--- src/include/soc_config.svh ---
`ifndef SOC_CONFIG_SVH
`define SOC_CONFIG_SVH

// bus geometry
`define SOC_AW        32
`define SOC_DW        128
`define SOC_SW        16
`define PERIPH_DW     64

// L2 scratch memory, 256 words of 16 bytes
`define L2_BASE       32'h1C00_0000
`define L2_WORDS      256

// peripheral window, four 64-bit registers
`define PERIPH_BASE   32'h1A10_0000
`define PERIPH_BYTES  32

// external window runs up to the top of the address space
`define EXT_BASE      32'h8000_0000

// cluster control
`define N_CLUSTERS    4
`define SOC_ID        64'h5055_4C50_0001_0004

`endif

--- src/design/soc_pkg.sv ---
`default_nettype none

`include "soc_config.svh"

package soc_pkg;

  // one single-beat request from the host
  typedef struct packed {
    logic [`SOC_AW-1:0] addr;
    logic               we;
    logic [`SOC_DW-1:0] wdata;
    logic [`SOC_SW-1:0] strb;
  } soc_req_t;

  // one response, err marks a decode or slave error
  typedef struct packed {
    logic [`SOC_DW-1:0] rdata;
    logic               err;
  } soc_rsp_t;

  // a bus word seen whole or as two peripheral lanes
  // lane[1] holds the upper eight bytes, selected by address bit 3
  typedef union packed {
    logic [`SOC_DW-1:0]            word;
    logic [1:0][`PERIPH_DW-1:0]    lane;
  } bus_word_u;

  // decoded destination of a request
  typedef enum logic [1:0] {
    ROUTE_L2,
    ROUTE_PERIPH,
    ROUTE_EXT,
    ROUTE_ERR
  } route_e;

endpackage

`default_nettype wire

--- src/design/ext_mst_port.sv ---
`default_nettype none

`include "soc_config.svh"

module ext_mst_port
  import soc_pkg::*;
(
  input  wire logic     clk_i,
  input  wire logic     rst_i,

  // forwarded from the SoC bus
  input  wire soc_req_t fwd_req_i,
  input  wire logic     fwd_stb_i,

  // external master port
  output      soc_req_t ext_req_o,
  output      logic     ext_req_valid_o,
  input  wire logic     ext_req_ready_i,
  input  wire soc_rsp_t ext_rsp_i,
  input  wire logic     ext_rsp_valid_i,
  output      logic     ext_rsp_ready_o,

  // back to the SoC bus
  output      soc_rsp_t ext_rsp_o,
  output      logic     ext_done_o
);

  typedef enum logic [1:0] {
    P_IDLE,
    P_REQ,
    P_RSP
  } port_state_e;

  port_state_e state_q;
  soc_req_t    req_q;
  soc_rsp_t    rsp_q;
  logic        done_q;

  always_ff @(posedge clk_i) begin
    if (rst_i) begin
      state_q <= P_IDLE;
      done_q  <= 1'b0;
    end else begin
      done_q <= 1'b0;
      case (state_q)
        P_IDLE: begin
          if (fwd_stb_i) begin
            state_q <= P_REQ;
          end
        end
        P_REQ: begin
          if (ext_req_ready_i) begin
            state_q <= P_RSP;
          end
        end
        P_RSP: begin
          // no timeout, the slave may take as long as it likes
          if (ext_rsp_valid_i) begin
            state_q <= P_IDLE;
            done_q  <= 1'b1;
          end
        end
        default: state_q <= P_IDLE;
      endcase
    end
  end

  always_ff @(posedge clk_i) begin
    if (fwd_stb_i) begin
      req_q <= fwd_req_i;
    end
    if (state_q == P_RSP && ext_rsp_valid_i) begin
      rsp_q <= ext_rsp_i;
    end
  end

  assign ext_req_o       = req_q;
  assign ext_req_valid_o = (state_q == P_REQ);
  assign ext_rsp_ready_o = (state_q == P_RSP);
  assign ext_rsp_o       = rsp_q;
  assign ext_done_o      = done_q;

endmodule

`default_nettype wire

--- config.mk ---
export PLATFORM = sky130hd
export DESIGN_NAME = ext_mst_port
export DESIGN_NICKNAME = d
export VERILOG_FILES = /design/src/design/soc_pkg.sv /design/src/design/ext_mst_port.sv
export VERILOG_INCLUDE_DIRS = /design/src /design/src/include
export SDC_FILE = /design/constraint.sdc
export NUM_CORES = 1
export LEC_CHECK = 0
export BUFFER_PORTS_ARGS = -buffer_cell sky130_fd_sc_hd__buf_4
export CELL_PAD_IN_SITES_DETAIL_PLACEMENT = 1
export CELL_PAD_IN_SITES_GLOBAL_PLACEMENT = 2
export CORE_AREA = 3 3 237 239
export CTS_BUF_LIST = sky130_fd_sc_hd__clkbuf_2 sky130_fd_sc_hd__clkbuf_4 sky130_fd_sc_hd__clkbuf_8
export CTS_CLUSTER_SIZE = 16
export DETAILED_ROUTE_END_ITERATION = 12
export DIE_AREA = 0 0 240 242
export GPL_ROUTABILITY_DRIVEN = 0
export PLACE_DENSITY = 0.53
export SLEW_MARGIN = 20
export SYNTH_ARGS = -nofsm -noshare
export SYNTH_HDL_FRONTEND = slang
export SYNTH_SLANG_ARGS = --single-unit
--- constraint.sdc ---
create_clock -name clk_i -period 13.4 [get_ports clk_i]
set_input_delay 4.02 -clock clk_i [delete_from_list [all_inputs] [get_ports clk_i]]
set_output_delay 4.02 -clock clk_i [all_outputs]
set_load 0.02 [all_outputs]
* Word level (Yosys, flattened, before mapping)
Index checks and enable logic that the tools add are counted.
Storage, ports and cells: register bits 309, input bits 311, logic and storage cells 23
Operators by class: equal/unequal tests 5, mux-type cells 5, bitwise logic cells 1, reductions and logical operators 4
Operators by type and width (number):
- 2-bit 2-to-1 mux | 3
- 2-bit one-hot mux with 3 select lines | 1
- 2-bit != test, second input constant | 2
- 3-bit AND reduction | 1
- 2-bit by 1-bit == test with 1-bit output, second input constant | 1
- 2-bit == test, second input constant | 1
- 2-bit zero test | 1
- 2-bit by 1-bit != test with 1-bit output, second input constant | 1
- 2-bit OR reduction | 1
- 1-bit logical AND | 1
- 1-bit 2-to-1 mux | 1
- 1-bit NOT | 1

* Logic depth before layout (Yosys ltp)
depth in word-level cells 3, mapped depth 2, depth with buffers taken out 2

* Worst setup path after synthesis
No wires, ideal clock.
path kind input to register, start in ext_rsp_valid_i, end reg rsp_q, in the netlist ext_rsp_o[0], enable pin, library setup time 0.505 ns, data arrival time 7.035 ns, data required time 12.895 ns, slack 5.860 ns, stages on the path 1, cell sequence and3b_1
On the way: word-level cells in the longest chain between the ends 1
RTL lines:
- start, declared | line ext_mst_port.sv:20 | input wire logic ext_rsp_valid_i,
- 1-bit logical AND | line ext_mst_port.sv:72 | if (state_q == P_RSP && ext_rsp_valid_i) begin
- end signal, assigned | line ext_mst_port.sv:73 | rsp_q <= ext_rsp_i;
- end, declared | line ext_mst_port.sv:36 | soc_rsp_t rsp_q;
No other way between the ends. A chain may end at the register's enable or synchronous reset.

* Worst setup path after layout
start in fwd_stb_i, end reg state_q[0]
On the way: word-level cells in the longest chain between the ends 2
RTL lines:
- start, declared | line ext_mst_port.sv:13 | input wire logic fwd_stb_i,
- 2-bit != test (no source line)
- 3-bit AND reduction (no source line)
- end signal, assigned | line ext_mst_port.sv:41 | state_q <= P_IDLE;
- end signal, assigned | line ext_mst_port.sv:48 | state_q <= P_REQ;
- end signal, assigned | line ext_mst_port.sv:53 | state_q <= P_RSP;
- end, declared | line ext_mst_port.sv:34 | port_state_e state_q;
No other way between the ends.

==> key figures <==
Outcome
  – Status: complete, no violations

Routing
  – Wire length per cell: 22.60 um
  – Wire length reported by the detailed router: 39.41 mm
  – Routed via count: 6,145
  – Detailed-router iteration count before antenna repair: 4
  – Average vias per placed instance: 3.524
  – # DRC: 0
  – Post-route ant nets: 0
  – Starting DRT DRC Count: 197

GRT
  – Aggregate global routing overflow: 0
  – Overall Global Routing Usage: 12.97%
  – Initial antenna violation count: 14
  – Pin count of the biggest net entering global routing: 111
  – First-pass GRT wire length: 52.50 mm
  – Vias in the first global route: 6,798

Synthesis
  – Number of warning messages in the yosys log: 0
  – Post-synthesis cell area: 9314 um2
  – Total nets after synthesis: 630
  – Post-synthesis sequential area ratio: 99.30%
  – Mapped Cells: 319
  – Synth Register Bits: 309
  – Number of unique standard cell types used by synthesis: 10
  – Post-synthesis average cell area: 29.20 um2

Power and ir drop
  – Largest vdd supply drop: 0.07819 mV
  – Static Leakage: 6.524 nW
  – Total power per unit cell area: 142.1 nW/um2

Timing
  – Relative slew slack: 38.78%
  – Post-Route Setup TNS: 0 ps
  – Transition time at the pin with the least slew margin: 918.3 ps
  – Achievable Freq: 180.4 MHz
  – RSZ-0062 raised after global routing: false
  – Final setup vio count: 0
  – Fin. Hold Viols: 0
  – Ratio of final minimum period to clock period: 41.36%
  – Final setup skew: 35.14 ps
  – Time the final worst path needs with I/O delays and setup: 5543 ps
  – Slew Viols, Final: 0

Die
  – Initial Utilization: 17.24%
  – # rows: 85
  – Die X-Extent: 240 um
  – Number of top-level pins: 620
  – Die Ht: 242 um
  – Core Region: 54,030 um2
  – Die Footprint: 58,080 um2

Place
  – Sum of net half-perimeters after detailed placement: 30.90 mm
  – Post-placement cell area: 14,860 um2
  – Number of port buffers: 619
  – # placed instances: 1,636

Clock tree
  – Largest buffer count on any clock path: 3
  – Post-CTS setup buffer count: 0
  – Hold buffers post-CTS: 0
  – Number of resized instances in the post-cts repair step: 0
  – Clock sink total: 309
  – Cts bufs inserted: 57
  – TritonCTS clock tree: built
  – Clock latency on the worst-skew pair: 630 ps
  – Root Driver: sky130_fd_sc_hd__clkbuf_8
  – Clock transition at the registers of the reported paths: 60 ps
  – H-tree level count: 2

Critical path
  – Cell-by-cell trace of the critical path: clkbuf_8 -> buf_4 -> nand2b_1 -> a211oi_1
  – Category of the worst setup path launch point: primary input
  – Crit path kind: in2reg
  – Slowest stage cell on the critical path: sky130_fd_sc_hd__buf_4
  – Capturing element type of the critical path: flip-flop
  – Critical path peak fanout: 110
  – Req. time, crit path: 13,940 ps
  – Peak per-stage delay on the critical path: 830 ps
  – Crit path arrival time: 6080 ps

Final layout
  – Final design instance area without fill: 16,000 um2
  – Commonest non-fill, non-tap cell in the layout: sky130_fd_sc_hd__buf_4
  – Final Instance Count excl. Fillers: 1,744
  – Layout overhead on the synthesized area: 71.74%
  – Share of cells above drive strength 1: 68.01%
  – Fin nets: 1,310
  – Top library cells by usage in the layout, fill and taps aside: 619 x sky130_fd_sc_hd__buf_4, 306 x sky130_fd_sc_hd__edfxtp_1, 60 x sky130_fd_sc_hd__clkbuf_8
  – Fillers: 5,708

Job
  – Maxcap violations: 0

Hold path
  – Classification of the worst-slack hold path: reg2reg
per-stage QoR:
stage / total power [mW] / utilization [%] / setup WS [ps] / hold slack, ps
detailed placement: 1.394 / 27.50 / 7140 / 491.1
global route: 2.391 / 29.59 / 7692 / 518.4
finish: 2.274 / 29.61 / 7857 / 491.3
floorplan: 1.221 / - / 5860 / 424.1
global placement: 1.393 / 27.50 / 7129 / 490.5
CTS: 2.339 / 29.58 / 7864 / 497.1
cells in the mapped netlist:
master / n / share of area (%)
sky130_fd_sc_hd__inv_1: 1 / 0.040
sky130_fd_sc_hd__nor2_1: 1 / 0.040
sky130_fd_sc_hd__a32o_1: 1 / 0.11
sky130_fd_sc_hd__a211oi_1: 1 / 0.081
sky130_fd_sc_hd__dfxtp_1: 3 / 0.64
sky130_fd_sc_hd__edfxtp_1: 306 / 99
sky130_fd_sc_hd__nor2b_1: 2 / 0.13
sky130_fd_sc_hd__and3b_1: 1 / 0.094
sky130_fd_sc_hd__and2_1: 1 / 0.067
sky130_fd_sc_hd__nand2b_1: 2 / 0.13
cell families after synthesis:
group,Yosys count,share of synthesized area [%]
AO/OA/AOI/OAI,2,0.1881
buffers and inverters,1,0.04026
flip-flops,309,99.30
AND/OR/NAND/NOR,7,0.4702
report_power, final:
group / internal [mW] / switching [mW]
registers: 1.12 / 0.0158
logic: 0.114 / 0.120
clock network: 0.500 / 0.405
total: 1.73 / 0.540
final timing paths:
check / from / end / slack, ps / cells after the start
min: state_q[1] / state_q[0] / 490 / 1
max: fwd_stb_i / state_q[0] / 7860 / 4
max reg2reg: state_q[0] / ext_rsp_o[8] / 11090 / 2
min reg2reg: state_q[1] / state_q[0] / 490 / 1
layer usage:
metal / global-route usage, % / vias to the layer above / wire (um) / share of wire [%]
li1: - / 2685 / - / -
met1: 11.40 / 2931 / 11790 / 30
met2: 23.70 / 444 / 20550 / 52
met3: 8.652 / 77 / 6109 / 16
met4: 3.766 / 8 / 909 / 2.3
met5: 0 / - / 46 / 0.12
area by class of cell:
cell class | count | area (um2) | share of cell area, %
Timing Repair Buffer | 621 | 4672 | 29.21
Antenna cell | 4 | 10.01 | 0.06258
Clock inverter | 25 | 162.7 | 1.017
Multi-Input combinational cell | 9 | 65.06 | 0.4068
Inverter | 1 | 3.754 | 0.02347
Sequential cell | 309 | 9249 | 57.82
Tap cell | 696 | 870.8 | 5.444
Clock buffer | 79 | 962.2 | 6.015
flip-flops by register name, summed over array words and instances (netlist names):
name        count
ext_rsp_o     129
ext_req_o     177
state_q         2
ext_done_o      1
critical path, delay by kind of cell:
family / cells / cell delay, ps
simple gates: 1 / 150
compound gates: 1 / 290
buf+inv: 2 / 1510
Note: power is estimated with default switching activity, not from simulation.
