## src/include/soc_config.svh

```systemverilog
`ifndef SOC_CONFIG_SVH
`define SOC_CONFIG_SVH

// bus geometry
`define SOC_AW        32
`define SOC_DW        128
`define SOC_SW        16
`define PERIPH_DW     64

// L2 scratch memory, 256 words of 16 bytes
`define L2_BASE       32'h1C00_0000
`define L2_WORDS      256

// peripheral window, four 64-bit registers
`define PERIPH_BASE   32'h1A10_0000
`define PERIPH_BYTES  32

// external window runs up to the top of the address space
`define EXT_BASE      32'h8000_0000

// cluster control
`define N_CLUSTERS    4
`define SOC_ID        64'h5055_4C50_0001_0004

`endif

```

## src/design/soc_pkg.sv

```systemverilog
`default_nettype none

`include "soc_config.svh"

package soc_pkg;

  // one single-beat request from the host
  typedef struct packed {
    logic [`SOC_AW-1:0] addr;
    logic               we;
    logic [`SOC_DW-1:0] wdata;
    logic [`SOC_SW-1:0] strb;
  } soc_req_t;

  // one response, err marks a decode or slave error
  typedef struct packed {
    logic [`SOC_DW-1:0] rdata;
    logic               err;
  } soc_rsp_t;

  // a bus word seen whole or as two peripheral lanes
  // lane[1] holds the upper eight bytes, selected by address bit 3
  typedef union packed {
    logic [`SOC_DW-1:0]            word;
    logic [1:0][`PERIPH_DW-1:0]    lane;
  } bus_word_u;

  // decoded destination of a request
  typedef enum logic [1:0] {
    ROUTE_L2,
    ROUTE_PERIPH,
    ROUTE_EXT,
    ROUTE_ERR
  } route_e;

endpackage

`default_nettype wire

```

## src/design/soc_periph.sv

```systemverilog
`default_nettype none

`include "soc_config.svh"

module soc_periph
  import soc_pkg::*;
(
  input  wire logic                   clk_i,
  input  wire logic                   rst_i,
  input  wire soc_req_t               req_i,
  input  wire logic                   stb_i,
  output      logic [`SOC_DW-1:0]     rdata_o,
  output      logic [`N_CLUSTERS-1:0] cl_fetch_en_o,
  input  wire logic [`N_CLUSTERS-1:0] cl_eoc_i
);

  localparam int unsigned LANE_SW = `PERIPH_DW / 8;
  localparam int unsigned PAD_W   = `PERIPH_DW - `N_CLUSTERS;

  bus_word_u              wr_word;
  bus_word_u              rd_word;
  logic                   lane_sel;
  logic [1:0]             reg_sel;
  logic [`PERIPH_DW-1:0]  wr_lane;
  logic [LANE_SW-1:0]     wr_strb;
  logic [`PERIPH_DW-1:0]  reg_rdata;
  logic [`PERIPH_DW-1:0]  scratch_q;
  logic [`N_CLUSTERS-1:0] fetch_en_q;

  // 128 to 64 lane selection
  assign lane_sel     = req_i.addr[3];
  assign reg_sel      = req_i.addr[4:3];
  assign wr_word.word = req_i.wdata;
  assign wr_lane      = wr_word.lane[lane_sel];
  assign wr_strb      = req_i.strb[LANE_SW*lane_sel +: LANE_SW];

  always_comb begin
    case (reg_sel)
      2'd0:    reg_rdata = `SOC_ID;
      2'd1:    reg_rdata = scratch_q;
      2'd2:    reg_rdata = {{PAD_W{1'b0}}, fetch_en_q};
      default: reg_rdata = {{PAD_W{1'b0}}, cl_eoc_i};
    endcase
    // unselected lane reads zero
    rd_word                = '0;
    rd_word.lane[lane_sel] = reg_rdata;
  end

  // ID and status ignore writes
  always_ff @(posedge clk_i) begin
    if (rst_i) begin
      scratch_q  <= '0;
      fetch_en_q <= '0;
    end else if (stb_i && req_i.we) begin
      if (reg_sel == 2'd1) begin
        for (int b = 0; b < LANE_SW; b++) begin
          if (wr_strb[b]) begin
            scratch_q[8*b +: 8] <= wr_lane[8*b +: 8];
          end
        end
      end
      // enables live in the lowest byte
      if (reg_sel == 2'd2 && wr_strb[0]) begin
        fetch_en_q <= wr_lane[`N_CLUSTERS-1:0];
      end
    end
  end

  always_ff @(posedge clk_i) begin
    if (stb_i && !req_i.we) begin
      rdata_o <= rd_word.word;
    end
  end

  assign cl_fetch_en_o = fetch_en_q;

endmodule

`default_nettype wire

```

## config.mk

```make
export PLATFORM = sky130hd
export DESIGN_NAME = soc_periph
export DESIGN_NICKNAME = d
export VERILOG_FILES = /design/src/design/soc_pkg.sv /design/src/design/soc_periph.sv
export VERILOG_INCLUDE_DIRS = /design/src /design/src/include
export SDC_FILE = /design/constraint.sdc
export NUM_CORES = 1
export LEC_CHECK = 0
export ABC_AREA = 0
export ABC_CLOCK_PERIOD_IN_PS = 22100
export BUFFER_PORTS_ARGS = -buffer_cell sky130_fd_sc_hd__buf_2
export CAP_MARGIN = 0
export CORE_ASPECT_RATIO = 1.2
export CORE_MARGIN = 2
export CORE_UTILIZATION = 45
export DETAILED_ROUTE_END_ITERATION = 6
export PLACE_DENSITY_LB_ADDON = 0.25
export SYNTH_ARGS = -nofsm -noshare
export SYNTH_HDL_FRONTEND = slang
export SYNTH_SLANG_ARGS = --single-unit
```

## constraint.sdc

```tcl
create_clock -name clk_i -period 22.1 [get_ports clk_i]
set_input_delay 2.21 -clock clk_i [delete_from_list [all_inputs] [get_ports clk_i]]
set_output_delay 2.21 -clock clk_i [all_outputs]
set_load 0.02 [all_outputs]
```

# Yosys cells after proc, flatten, opt, wreduce, memory -nomap -nowiden
# Cells that the tools add are included.
[op_classes]
n_eq_ne = 2
order_cmp = 2
n_bitwise = 1
div = 0
n_addsub = 0
n_shift = 1
reduce_logical = 15
n_mul = 0
n_mux = 5
[ops]
columns = ["cell", "count"]
rows = [
  ["64-bit two-way mux", 3],
  ["64-bit case mux with 3 select lines", 1],
  ["128-bit AND", 1],
  ["64-bit demux with 1-bit select", 1],
  ["3-bit AND reduction", 8],
  ["16-bit by 5-bit variable part select with 8-bit output", 1],
  ["1-bit logical AND", 4],
  ["2-bit by 1-bit == test with 1-bit output (second input constant)", 1],
  ["2-bit == test (second input constant)", 1],
  ["2-bit zero test", 1],
  ["1-bit by 2-bit less-than comparator with 1-bit output (second input constant)", 1],
  ["2-bit AND reduction", 1],
  ["1-bit greater-or-equal comparator (second input constant)", 1],
  ["1-bit zero test", 1],
]
[totals]
n_memories = 0
out_inout_bits = 132
ramBits = 0
wordCells = 36
in_bits = 184
mem_bits_ro = 0
register_bits = 196
latchBits = 0

# Longest topological paths before layout
[depth]
ltp_word = 5
depth_mapped = 7
mapped_depth_nobuf = 3

# Worst setup path before layout
# OpenSTA, ideal clock, no wires.
[synth_path]
path_type = "in2reg"
from = "input req_i[144] (netlist name)"
to = "register rdata_o[0] (enable)"
arrival_ps = 7891
cell_stages = 1
slack_ps = 13575
path_cell_list = "nor2b_1"
[synth_between]
elab_chain_cells = 2
[synth_lines]
columns = ["element", "line", "rtl"]
rows = [
  ["start: declaration", "soc_periph.sv:10", "input wire soc_req_t req_i,"],
  ["1-bit zero test", "soc_periph.sv:70", "if (stb_i && !req_i.we) begin"],
  ["1-bit logical AND", "soc_periph.sv:70", ""],
  ["end signal: assignment", "soc_periph.sv:71", "rdata_o <= rd_word.word;"],
  ["end: declaration", "soc_periph.sv:12", "output logic [`SOC_DW-1:0] rdata_o,"],
]
# No other way between the ends.
# A chain may end at the register's enable or synchronous reset.

# Worst setup path in the final report
[layout_path]
from = "input req_i[148] (netlist name)"
to = "register scratch_q[22]"
[layout_between]
elab_chain_cells = 2
word_cells_on_any_way = 5
classes_between = "1 x eq/ne; 1 x shift; 2 x mux; 1 x reduce/logical"
[layout_lines]
columns = ["element", "line", "rtl"]
rows = [
  ["16-bit by 5-bit variable part select with 8-bit output, or another cell as far along", "soc_periph.sv:35", "assign wr_strb = req_i.strb[LANE_SW*lane_sel +: LANE_SW];"],
  ["3-bit AND reduction (no line) / 64-bit two-way mux (equally long branches)", "n/a", ""],
  ["end signal: indexed assignment", "soc_periph.sv:58", "scratch_q[8*b +: 8] <= wr_lane[8*b +: 8];"],
  ["end: declaration", "soc_periph.sv:27", "logic [`PERIPH_DW-1:0] scratch_q;"],
]
# Several ways; a longest one is shown, not always the timed one. The select of a mux whose other input is x is not followed.

==> flow_summary.json <==
{
  "worst_pin_slew_ps": 1070,
  "synth_edf_count": 128,
  "yosys_register_bits": 196,
  "p_leak_nw": 3.74,
  "coreArea_um2": 16300,
  "fin_nets": 971,
  "fin_cells": 1013,
  "max_slew_margin": 0.284,
  "ys_warn_count": 0,
  "dr.first_iter.drc_count": 345,
  "drive_gt1_frac": 0.331,
  "route.detailed.drc": 0,
  "syn-cell-area_um2": 7480,
  "crit_chain": "buf_2 > and4b_2 > buf_4 > and2_1 > o21ai_1",
  "slew_viol_final": 0,
  "cp.arrival_ps": 4340,
  "hold_viol_final": 0,
  "crit_buf_inv": 2,
  "crit_required_ps": 22410,
  "via_per_inst": 4.85,
  "max_freq_ghz": 0.248,
  "critPathLaunchType": "primary input",
  "p_per_area_nw_per_um2": 81.8,
  "ctsResizeCount": 0,
  "critPathKind": "primary input to flop",
  "first_global_vias": 4737,
  "antenna_left": 0,
  "placed_cells": 980,
  "antenna_found_initial": 1,
  "synth_seq_area_share": 0.696,
  "grt.total_usage": 0.173,
  "cts_sinks": 196,
  "die-area_um2": 17700,
  "start_util": 0.460,
  "gp_congestion": 0.733,
  "rows": 51,
  "async_flop_share": 0,
  "synth_cells": 548,
  "die_w_um": 122,
  "vias": 4910,
  "synth_ff_type": "edfxtp_1",
  "root_buffer": "clkbuf_16",
  "grt_remaining_overflow": 0,
  "drtPass1Iterations": 5,
  "synth_cell_types": 23,
  "finalSetupViolCount": 0,
  "die-height_um": 145,
  "fin_worst_skew_ps": 11.9,
  "path_delay_family": "simple AND/OR/NAND/NOR gates",
  "io_pins": 316,
  "grt_max_degree": 133,
  "pre_cts_slack_ps": 17600,
  "ir_drop_mv": 0.0451,
  "clk_pin_slew_ps": 70,
  "postCtsSetupBuffers": 0,
  "clk_latency_ps": 430,
  "area_growth_syn_to_layout_pct": 25.4,
  "synth.avg_cell_area_um2": 13.6,
  "dp.final_hpwl_um": 9890,
  "worstPathMaxFanout": 37,
  "status": "completed",
  "fin_total_pwr_mw": 0.767,
  "grt_pass1_wl_um": 23700,
  "htree_levels": 4,
  "hp-class": "flop to flop",
  "cpPeakStageDelay_ps": 750,
  "placed_cell_area_um2": 8780,
  "finalWirelength_um": 15000,
  "final.min_clock_period_ps": 4030,
  "crit_path_end_kind": "flop",
  "io_buffers": 218,
  "fin_crit_sh": 0.183,
  "cap_violations": 0,
  "cts_tree": "done",
  "wl_per_cell_um": 14.8,
  "critPathSlowestCell": "and4b_2",
  "fin_ws_ps": 18070,
  "rsz0062_at_grt": "false",
  "ctsHoldBuffers": 0,
  "cts_buffers": 17,
  "tns_ps": 0,
  "final_cell_area_um2": 9380,
  "clk_path_buf_depth": 2
}
## registers in the layout, indices dropped and copies added, names as in the netlist
| signal | flops |
|---|---|
| rdata_o | 128 |
| scratch_q | 64 |
| cl_fetch_en_o | 4 |
## synth_stat cells (4+ instances only)
cell type,instances,area share
and2_1,70,0.059
buf_6,10,0.015
edfxtp_1,128,0.51
dfxtp_1,68,0.18
o21ai_1,60,0.040
nor2_1,17,0.0085
nand4b_1,60,0.070
a21oi_1,5,0.0033
nand2b_1,60,0.050
nor2b_1,9,0.0075
a211oi_2,4,0.0067
clkbuf_1,23,0.012
mux2i_1,8,0.011
buf_2,8,0.0054
buf_1,7,0.0035
mux2_2,4,0.0060
## cell families (layout without fill, tap and decap cells)
family | count (synthesis) | in the layout | synth area share
simple gates | 220 | 220 | 0.199
flops | 196 | 196 | 0.696
compound gates | 69 | 69 | 0.0502
buf+inv | 50 | 255 | 0.0370
mux | 12 | 12 | 0.0167
other cells | 1 | 49 | 0.000502
## power breakdown
part | total (mW) | switching (mW) | internal, mW
clock | 0.305 | 0.143 | 0.161
sequential | 0.406 | 0.00331 | 0.403
combinational | 0.0562 | 0.0370 | 0.0192
## path summary, 6_finish.rpt
check / start / to / slack [ps] / cells past startpoint
hold reg to reg: scratch_q[31] / scratch_q[31] / 460 / 2
hold / removal: scratch_q[31] / scratch_q[31] / 460 / 2
setup / recovery: req_i[148] / scratch_q[22] / 18070 / 5
setup reg to reg: cl_fetch_en_o[3] / cl_fetch_en_o[3] / 21250 / 2
## cell usage in the layout, fill, tap and decap left out, drive strengths merged, types with 2 or more instances in the layout
| master | count |
|---|---|
| clkbuf | 18 |
| and2 | 71 |
| dfxtp | 68 |
| mux2i | 8 |
| edfxtp | 128 |
| mux2 | 4 |
| a21oi | 5 |
| inv | 8 |
| a211oi | 4 |
| nand2b | 60 |
| clkinvlp | 2 |
| nand4b | 60 |
| nor2b | 9 |
| clkinv | 4 |
| nor2 | 17 |
| buf | 222 |
| o21ai | 60 |
| conb | 48 |
## layer usage
metal,vias to the layer above,part of all wire,global-route usage
met5,-,0,0
met4,0,0.018,0.0626
met3,23,0.090,0.0680
met2,203,0.47,0.277
met1,2299,0.42,0.212
li1,2385,-,-
## metrics by stage
| stage | utilization | hold slack, ps |
|---|---|---|
| 2_1_floorplan | - | 438 |
| 3_3_place_gp | 0.540 | 447 |
| 3_5_place_dp | 0.540 | 448 |
| 4_1_cts | 0.576 | 462 |
| 5_1_grt | 0.576 | 479 |
| 6_report | 0.576 | 458 |
## cell type report
class	count	area, um^2
Tap cell	212	265
Fill cell	1365	6890
Timing Repair Buffer	222	1120
Multi-Input combinational cell	349	2190
Clock inverter	14	164
Clock buffer	18	429
Inverter	1	3.75
Sequential cell	196	5200
Antenna cell	1	2.50
## tightest hold or removal path: stages (launching register included)
cell,delay [ps]
dfxtp_1,310
nand2b_1,60
o21ai_1,50
No activity file was read; power rests on OpenSTA's default activity.
