File: src/include/soc_config.svh
`ifndef SOC_CONFIG_SVH
`define SOC_CONFIG_SVH

// bus geometry
`define SOC_AW        32
`define SOC_DW        128
`define SOC_SW        16
`define PERIPH_DW     64

// L2 scratch memory, 256 words of 16 bytes
`define L2_BASE       32'h1C00_0000
`define L2_WORDS      256

// peripheral window, four 64-bit registers
`define PERIPH_BASE   32'h1A10_0000
`define PERIPH_BYTES  32

// external window runs up to the top of the address space
`define EXT_BASE      32'h8000_0000

// cluster control
`define N_CLUSTERS    4
`define SOC_ID        64'h5055_4C50_0001_0004

`endif

File: src/design/soc_pkg.sv
`default_nettype none

`include "soc_config.svh"

package soc_pkg;

  // one single-beat request from the host
  typedef struct packed {
    logic [`SOC_AW-1:0] addr;
    logic               we;
    logic [`SOC_DW-1:0] wdata;
    logic [`SOC_SW-1:0] strb;
  } soc_req_t;

  // one response, err marks a decode or slave error
  typedef struct packed {
    logic [`SOC_DW-1:0] rdata;
    logic               err;
  } soc_rsp_t;

  // a bus word seen whole or as two peripheral lanes
  // lane[1] holds the upper eight bytes, selected by address bit 3
  typedef union packed {
    logic [`SOC_DW-1:0]            word;
    logic [1:0][`PERIPH_DW-1:0]    lane;
  } bus_word_u;

  // decoded destination of a request
  typedef enum logic [1:0] {
    ROUTE_L2,
    ROUTE_PERIPH,
    ROUTE_EXT,
    ROUTE_ERR
  } route_e;

endpackage

`default_nettype wire

File: src/design/soc_bus.sv
`default_nettype none

`include "soc_config.svh"

module soc_bus
  import soc_pkg::*;
(
  input  wire logic               clk_i,
  input  wire logic               rst_i,

  // host side
  input  wire soc_req_t           host_req_i,
  input  wire logic               host_req_valid_i,
  output      logic               host_req_ready_o,
  output      soc_rsp_t           host_rsp_o,
  output      logic               host_rsp_valid_o,
  input  wire logic               host_rsp_ready_i,

  // target requests
  output      soc_req_t           l2_req_o,
  output      logic               l2_stb_o,
  output      soc_req_t           periph_req_o,
  output      logic               periph_stb_o,
  output      soc_req_t           ext_fwd_req_o,
  output      logic               ext_fwd_stb_o,

  // target responses
  input  wire logic [`SOC_DW-1:0] l2_rdata_i,
  input  wire logic [`SOC_DW-1:0] periph_rdata_i,
  input  wire soc_rsp_t           ext_rsp_i,
  input  wire logic               ext_done_i
);

  typedef enum logic [1:0] {
    S_IDLE,
    S_ACCESS,
    S_RESP
  } state_e;

  // window ends are exclusive
  localparam logic [`SOC_AW-1:0] L2_END     = `L2_BASE + `L2_WORDS * `SOC_SW;
  localparam logic [`SOC_AW-1:0] PERIPH_END = `PERIPH_BASE + `PERIPH_BYTES;

  state_e   state_q;
  route_e   route_q;
  route_e   route_d;
  soc_req_t req_q;
  soc_rsp_t rsp_d;
  soc_rsp_t rsp_q;
  logic     issue_q;
  logic     accept;
  logic     capture;
  logic     l2_stb_q;
  logic     periph_stb_q;
  logic     ext_stb_q;

  function automatic route_e decode(input logic [`SOC_AW-1:0] addr);
    route_e r;
    if (addr >= `L2_BASE && addr < L2_END) begin
      r = ROUTE_L2;
    end else if (addr >= `PERIPH_BASE && addr < PERIPH_END) begin
      r = ROUTE_PERIPH;
    end else if (addr >= `EXT_BASE) begin
      r = ROUTE_EXT;
    end else begin
      r = ROUTE_ERR;
    end
    return r;
  endfunction

  assign route_d          = decode(host_req_i.addr);
  assign host_req_ready_o = (state_q == S_IDLE);
  assign accept           = host_req_valid_i && host_req_ready_o;

  // internal targets answer one cycle after the strobe,
  // the external port signals its own completion
  assign capture = (state_q == S_ACCESS) &&
                   ((route_q == ROUTE_EXT) ? ext_done_i : !issue_q);

  always_comb begin
    rsp_d = '0;
    case (route_q)
      ROUTE_L2:     rsp_d.rdata = l2_rdata_i;
      ROUTE_PERIPH: rsp_d.rdata = periph_rdata_i;
      ROUTE_EXT:    rsp_d = ext_rsp_i;
      default:      rsp_d.err = 1'b1;
    endcase
    // write responses from internal targets carry no data
    if (req_q.we && route_q != ROUTE_EXT) begin
      rsp_d.rdata = '0;
    end
  end

  always_ff @(posedge clk_i) begin
    if (rst_i) begin
      state_q      <= S_IDLE;
      route_q      <= ROUTE_ERR;
      issue_q      <= 1'b0;
      l2_stb_q     <= 1'b0;
      periph_stb_q <= 1'b0;
      ext_stb_q    <= 1'b0;
    end else begin
      issue_q      <= accept;
      l2_stb_q     <= accept && (route_d == ROUTE_L2);
      periph_stb_q <= accept && (route_d == ROUTE_PERIPH);
      ext_stb_q    <= accept && (route_d == ROUTE_EXT);
      case (state_q)
        S_IDLE: begin
          if (accept) begin
            state_q <= S_ACCESS;
            route_q <= route_d;
          end
        end
        S_ACCESS: begin
          if (capture) begin
            state_q <= S_RESP;
          end
        end
        S_RESP: begin
          if (host_rsp_ready_i) begin
            state_q <= S_IDLE;
          end
        end
        default: state_q <= S_IDLE;
      endcase
    end
  end

  // request and response payload
  always_ff @(posedge clk_i) begin
    if (accept) begin
      req_q <= host_req_i;
    end
    if (capture) begin
      rsp_q <= rsp_d;
    end
  end

  assign l2_req_o         = req_q;
  assign periph_req_o     = req_q;
  assign ext_fwd_req_o    = req_q;
  assign l2_stb_o         = l2_stb_q;
  assign periph_stb_o     = periph_stb_q;
  assign ext_fwd_stb_o    = ext_stb_q;
  assign host_rsp_o       = rsp_q;
  assign host_rsp_valid_o = (state_q == S_RESP);

endmodule

`default_nettype wire

File: config.mk
export PLATFORM = sky130hd
export DESIGN_NAME = soc_bus
export DESIGN_NICKNAME = d
export VERILOG_FILES = /design/src/design/soc_pkg.sv /design/src/design/soc_bus.sv
export VERILOG_INCLUDE_DIRS = /design/src /design/src/include
export SDC_FILE = /design/constraint.sdc
export NUM_CORES = 1
export LEC_CHECK = 0
export ABC_CLOCK_PERIOD_IN_PS = 14600
export BUFFER_PORTS_ARGS = -buffer_cell sky130_fd_sc_hd__buf_2
export CAP_MARGIN = 20
export CORE_AREA = 3 3 475 477
export DETAILED_ROUTE_END_ITERATION = 7
export DIE_AREA = 0 0 478 480
export PLACE_DENSITY = 0.32
export SLEW_MARGIN = 20
export SYNTH_ARGS = -nofsm -noshare
export SYNTH_HDL_FRONTEND = slang
export SYNTH_SLANG_ARGS = --single-unit
File: constraint.sdc
create_clock -name clk_i -period 14.6 [get_ports clk_i]
set_input_delay 0.73 -clock clk_i [delete_from_list [all_inputs] [get_ports clk_i]]
set_output_delay 0.73 -clock clk_i [all_outputs]
set_load 0.01 [all_outputs]
* Yosys cells after proc, flatten, opt, wreduce, memory -nomap -nowiden *
Index checks and enable logic that the tools add are counted.

storage, ports and cells
  register bits = 314
  bits in latches = 0
  RAM bits = 0
  ROM bits = 0
  input port bits = 567
  output and inout bits = 665
  logic and storage cells = 52
  memories kept = 0

operators by class
  add/sub/neg operators = 0
  $mul = 0
  div/mod/pow operators = 0
  $lt $le $gt $ge = 5
  equality and inequality tests = 10
  shift operators = 0
  multiplexer cells = 10
  bitwise gates (word level) = 0
  reduce and logical (&&, ||, !) cells = 15

operators with widths
  cell                                                           count
  one-hot mux 128 bit (3 select lines)                           1
  >= comparator 32 x 29 -> 1 bit (second input constant)         2
  less-than comparator 32 x 29 -> 1 bit (second input constant)  2
  >= comparator 32 bit (second input constant)                   1
  2-to-1 mux 2 bit                                               5
  logical AND 1 bit                                              8
  equality test 2 x 1 -> 1 bit (second input constant)           3
  equality test 2 bit (second input constant)                    3
  logical NOT 2 bit                                              3
  one-hot mux 2 bit (3 select lines)                             1
  inequality test 2 x 1 -> 1 bit (second input constant)         2
  inequality test 2 bit (second input constant)                  2
  AND reduction 3 bit                                            1
  2-to-1 mux 1 bit                                               2
  one-hot mux 1 bit (2 select lines)                             1
  AND reduction 2 bit                                            1
  OR reduction 2 bit                                             1
  logical NOT 1 bit                                              1

* Depth between registers and ports, before layout *
  word-level depth = 6
  gate-level depth with buffers = 6
  gate-level depth less buffers = 5

* Least setup slack after synthesis *
OpenSTA, ideal clock, no wires.

  path type = input to register
  start = in ext_done_i
  end = reg rsp_q, in the netlist host_rsp_o[0], enable pin
  library setup time = 721 ps
  data arrival time = 8,547 ps
  required time = 13,879 ps
  setup slack = 5,332 ps
  cell stages on the path = 2
  path buffers = 0
  cells stage by stage = nor3b_1 -> a2111oi_2

on the way
  cells in the longest elaborated chain, start to end = 2

ends and longest elaborated chain
  element               RTL line        text
  start, declared       soc_bus.sv:31   input wire logic ext_done_i
  2-to-1 mux 1 bit      soc_bus.sv:78   ((route_q == ROUTE_EXT) ? ext_done_i : !issue_q);
  logical AND 1 bit     soc_bus.sv:77   assign capture = (state_q == S_ACCESS) &&
  named net capture     soc_bus.sv:52   logic capture;
  end signal, assigned  soc_bus.sv:135  rsp_q <= rsp_d;
  end, declared         soc_bus.sv:49   soc_rsp_t rsp_q;

The timed path passes the listed nets, and every way through them passes these cells.
A chain may end at the register's enable or synchronous reset.

* Worst setup path after layout *
  start = reg route_q[0]
  end = reg rsp_q, in the netlist host_rsp_o[116], enable pin

on the way
  cells in the longest elaborated chain, start to end = 3

ends and longest elaborated chain
  element                 RTL line        text
  start, declared         soc_bus.sv:45   route_e route_q;
  start signal, assigned  soc_bus.sv:111  route_q <= route_d;
  equality test 2 bit     soc_bus.sv:78
  2-to-1 mux 1 bit        soc_bus.sv:78
  logical AND 1 bit       soc_bus.sv:77
  named net capture       soc_bus.sv:52

The timed path passes the listed nets, and every way through them passes these cells.

==> metrics.cfg <==
[outcome]
status = completed

[die]
rows = 173
dieWidth_um = 478
fp.coreArea_um2 = 222000
start_util_pct = 6.70
pin_count = 1232
fp.dieH_um = 480
die_area_um2 = 229000

[worst_setup_path]
end_kind = flip-flop
path_cells = nor3b_1 -> a2111oi_4 -> buf_4 -> buf_4 -> buf_4
crit_cells = 5
cp_top_family = buffers and inverters
cp_max_fo = 61
path_common_cell = buf_4
required_ns = 14.84
path_class = flip-flop to flip-flop
start_kind = flip-flop
worst-path-buf-inv = 3
cpPeakStageDelay_ns = 0.76
cp_slowest_cell = buf_4
crit_arrival_ns = 3.78
rr_worst_depth = 5

[power]
peakVddDrop_mv = 0.0699
internal_power_mw = 1.89
p_sw_share_pct = 31.5
power_frac_comb_pct = 18.3
p_seq_share_pct = 42.9
clockPowerShare_pct = 38.9
p_sw_mw = 0.872
leakage_nw = 10.1
p_per_area_nw_per_um2 = 118

[sta]
fmax_mhz = 282
whs_ns = 0.265
tightestPinTransition_ns = 1.26
hold_viol_final = 0
slew_viol_final = 0
fin_crit_ns = 3.54
rsz0062_at_grt = false
fin_skew_ns = 0.0256
setup_viol = 0
final.setup.worst_slack_ns = 11.06
max_slew_margin_pct = 15.8
tns_ns = 0
post-route-period-util_pct = 24.3

[cells_and_area]
layout-drive-gt1-share_pct = 63.6
final_common_cell = buf_2
areaGrowthSynthToFinish_pct = 57.9
final_cell_mix = buf_2 (1231), edfxtp_1 (306), nand2_1 (129)
layout.nets = 2593

[logic_synthesis]
synth-xor-area-share_pct = 0
synth_cell_types = 31
synth-simple-area-share_pct = 4.34
synth_area_leader_cell = edfxtp_1
synth_fa_ha_area_share_pct = 0
synth_warnings = 0
synth_nets = 1703
synth.top_cells.by_area = edfxtp_1 (62%), buf_4 (18%), mux2i_1 (8.6%), o21ai_0 (4.3%), nand2_1 (3.3%)
postSynthCellCount = 1136
synth_compound_gate_area_share_pct = 4.92
synthMuxAreaShare_pct = 8.62
ys_seq_area_share_pct = 62.9
synth_area_um2 = 14900
syn_area_per_cell_um2 = 13.1
synth_top_area_share_pct = 61.8
ys_seq_elements = 314
synth_top_family_by_area = buffers and inverters

[clock_network]
clock_latency_ns = 0.63
cts_hold_buf = 0
cts.path.max_buffers = 3
clock_sink_count = 314
htree_levels = 2
cts-buffers-inserted = 43
post-cts-setup-buffer-count = 0
tritoncts = done
cts_root_buf = clkbuf_16
cts_resized = 0
clk_pin_slew_ns = 0.07

[min_path]
min_path_type = primary input to flip-flop
min_path_cells = 1

[run]
timing.max_cap.violations = 0

[global_routing]
met3_usage_pct = 2.81
gr-total-overflow = 0
busiest_layer = met2
met2_usage_pct = 18.7
grt_pass1_wl_um = 139000
grt_max_degree = 103
grt_use_met1_pct = 9.02
grt_usage_pct = 9.37
antenna_found_initial = 44
grt_pass1_vias = 12400

[placed_design]
place_hpwl_um = 100000
gp_congestion = 0.882
place_ws_ns = 10.95
port_buffers = 1231

[drt]
drtPass1Iterations = 4
viasPerCell = 2.47
routedWlPerCell_um = 22.6
drtAntennaViolNets = 0
drt_iter0_markers = 560
drcViolationCount = 0
vias = 12500
drt_wl_total_um = 114000

[state kept, by name, summed over array words and instances, names as in the netlist]
name           flops
l2_stb_o           1
ext_fwd_stb_o      1
periph_stb_o       1
host_rsp_o       129
issue_q            1
route_q            2
state_q            2
ext_fwd_req_o    177
[routing by layer]
layer,share of wire [%],vias to the layer above,routed length (µm)
met1,32,5963,37100
met5,0.069,-,79
met2,56,879,64200
met3,8.1,140,9300
li1,-,5454,-
met4,3.2,14,3610
[cell families after synthesis]
kind of cell,after synthesis
buf+inv,401
flops,314
simple gates,156
compound gates,137
mux,128
[worst paths after layout]
| kind | start | end | slack (ns) |
|---|---|---|---|
| max reg2reg | route_q[0] | host_rsp_o[116] | 11.06 |
| min reg2reg | state_q[1] | state_q[0] | 0.52 |
| min | host_req_i[114] | ext_fwd_req_o[114] | 0.26 |
| max | route_q[0] | host_rsp_o[116] | 11.06 |
[synth_stat cells (all sizes together)]
| master | n |
|---|---|
| nor4b | 1 |
| o21a | 1 |
| nor2 | 8 |
| nand2 | 129 |
| edfxtp | 306 |
| nand2b | 1 |
| nor4 | 2 |
| nand4 | 1 |
| a2111oi | 3 |
| or2 | 1 |
| o21ai | 128 |
| nor2b | 2 |
| o21bai | 1 |
| o31ai | 1 |
| buf | 373 |
| inv | 4 |
| mux2i | 128 |
| dfxtp | 8 |
| nor3b | 2 |
| nor4bb | 1 |
| and2 | 1 |
| clkbuf | 24 |
| nand3 | 1 |
| nor3 | 3 |
| and3 | 2 |
| or4b | 1 |
| a21oi | 3 |
[area by class of cell]
type / instances / area, µm²
Clock buffer: 57 / 1170
Clock inverter: 23 / 229
Multi-Input combinational cell: 421 / 2680
Tap cell: 2975 / 3720
Antenna cell: 12 / 30.0
Fill cell: 25600 / 198000
Inverter: 4 / 22.5
Sequential cell: 314 / 9350
Timing Repair Buffer: 1242 / 6260
[stage by stage]
step | power (mW) | util, % | std cells | cell area (µm²)
final | 2.77 | 10.6 | 5048 | 23500
after global placement | 1.74 | 9.93 | 4956 | 22000
after detailed placement | 1.74 | 9.93 | 4956 | 22000
after CTS | 2.86 | 10.6 | 5036 | 23400
after floorplan | 1.44 | - | 1136 | 14900
after global routing | 2.90 | 10.6 | 5041 | 23400
[power groups by stage]
stage	Sequential [mW]	Combinational (mW)	Clock, mW
6_report	1.19	0.505	1.07
3_5_place_dp	1.21	0.529	0
2_1_floorplan	1.19	0.250	0
5_1_grt	1.19	0.546	1.16
3_3_place_gp	1.21	0.536	0
4_1_cts	1.19	0.530	1.14
(Power assumes the default switching activity.)
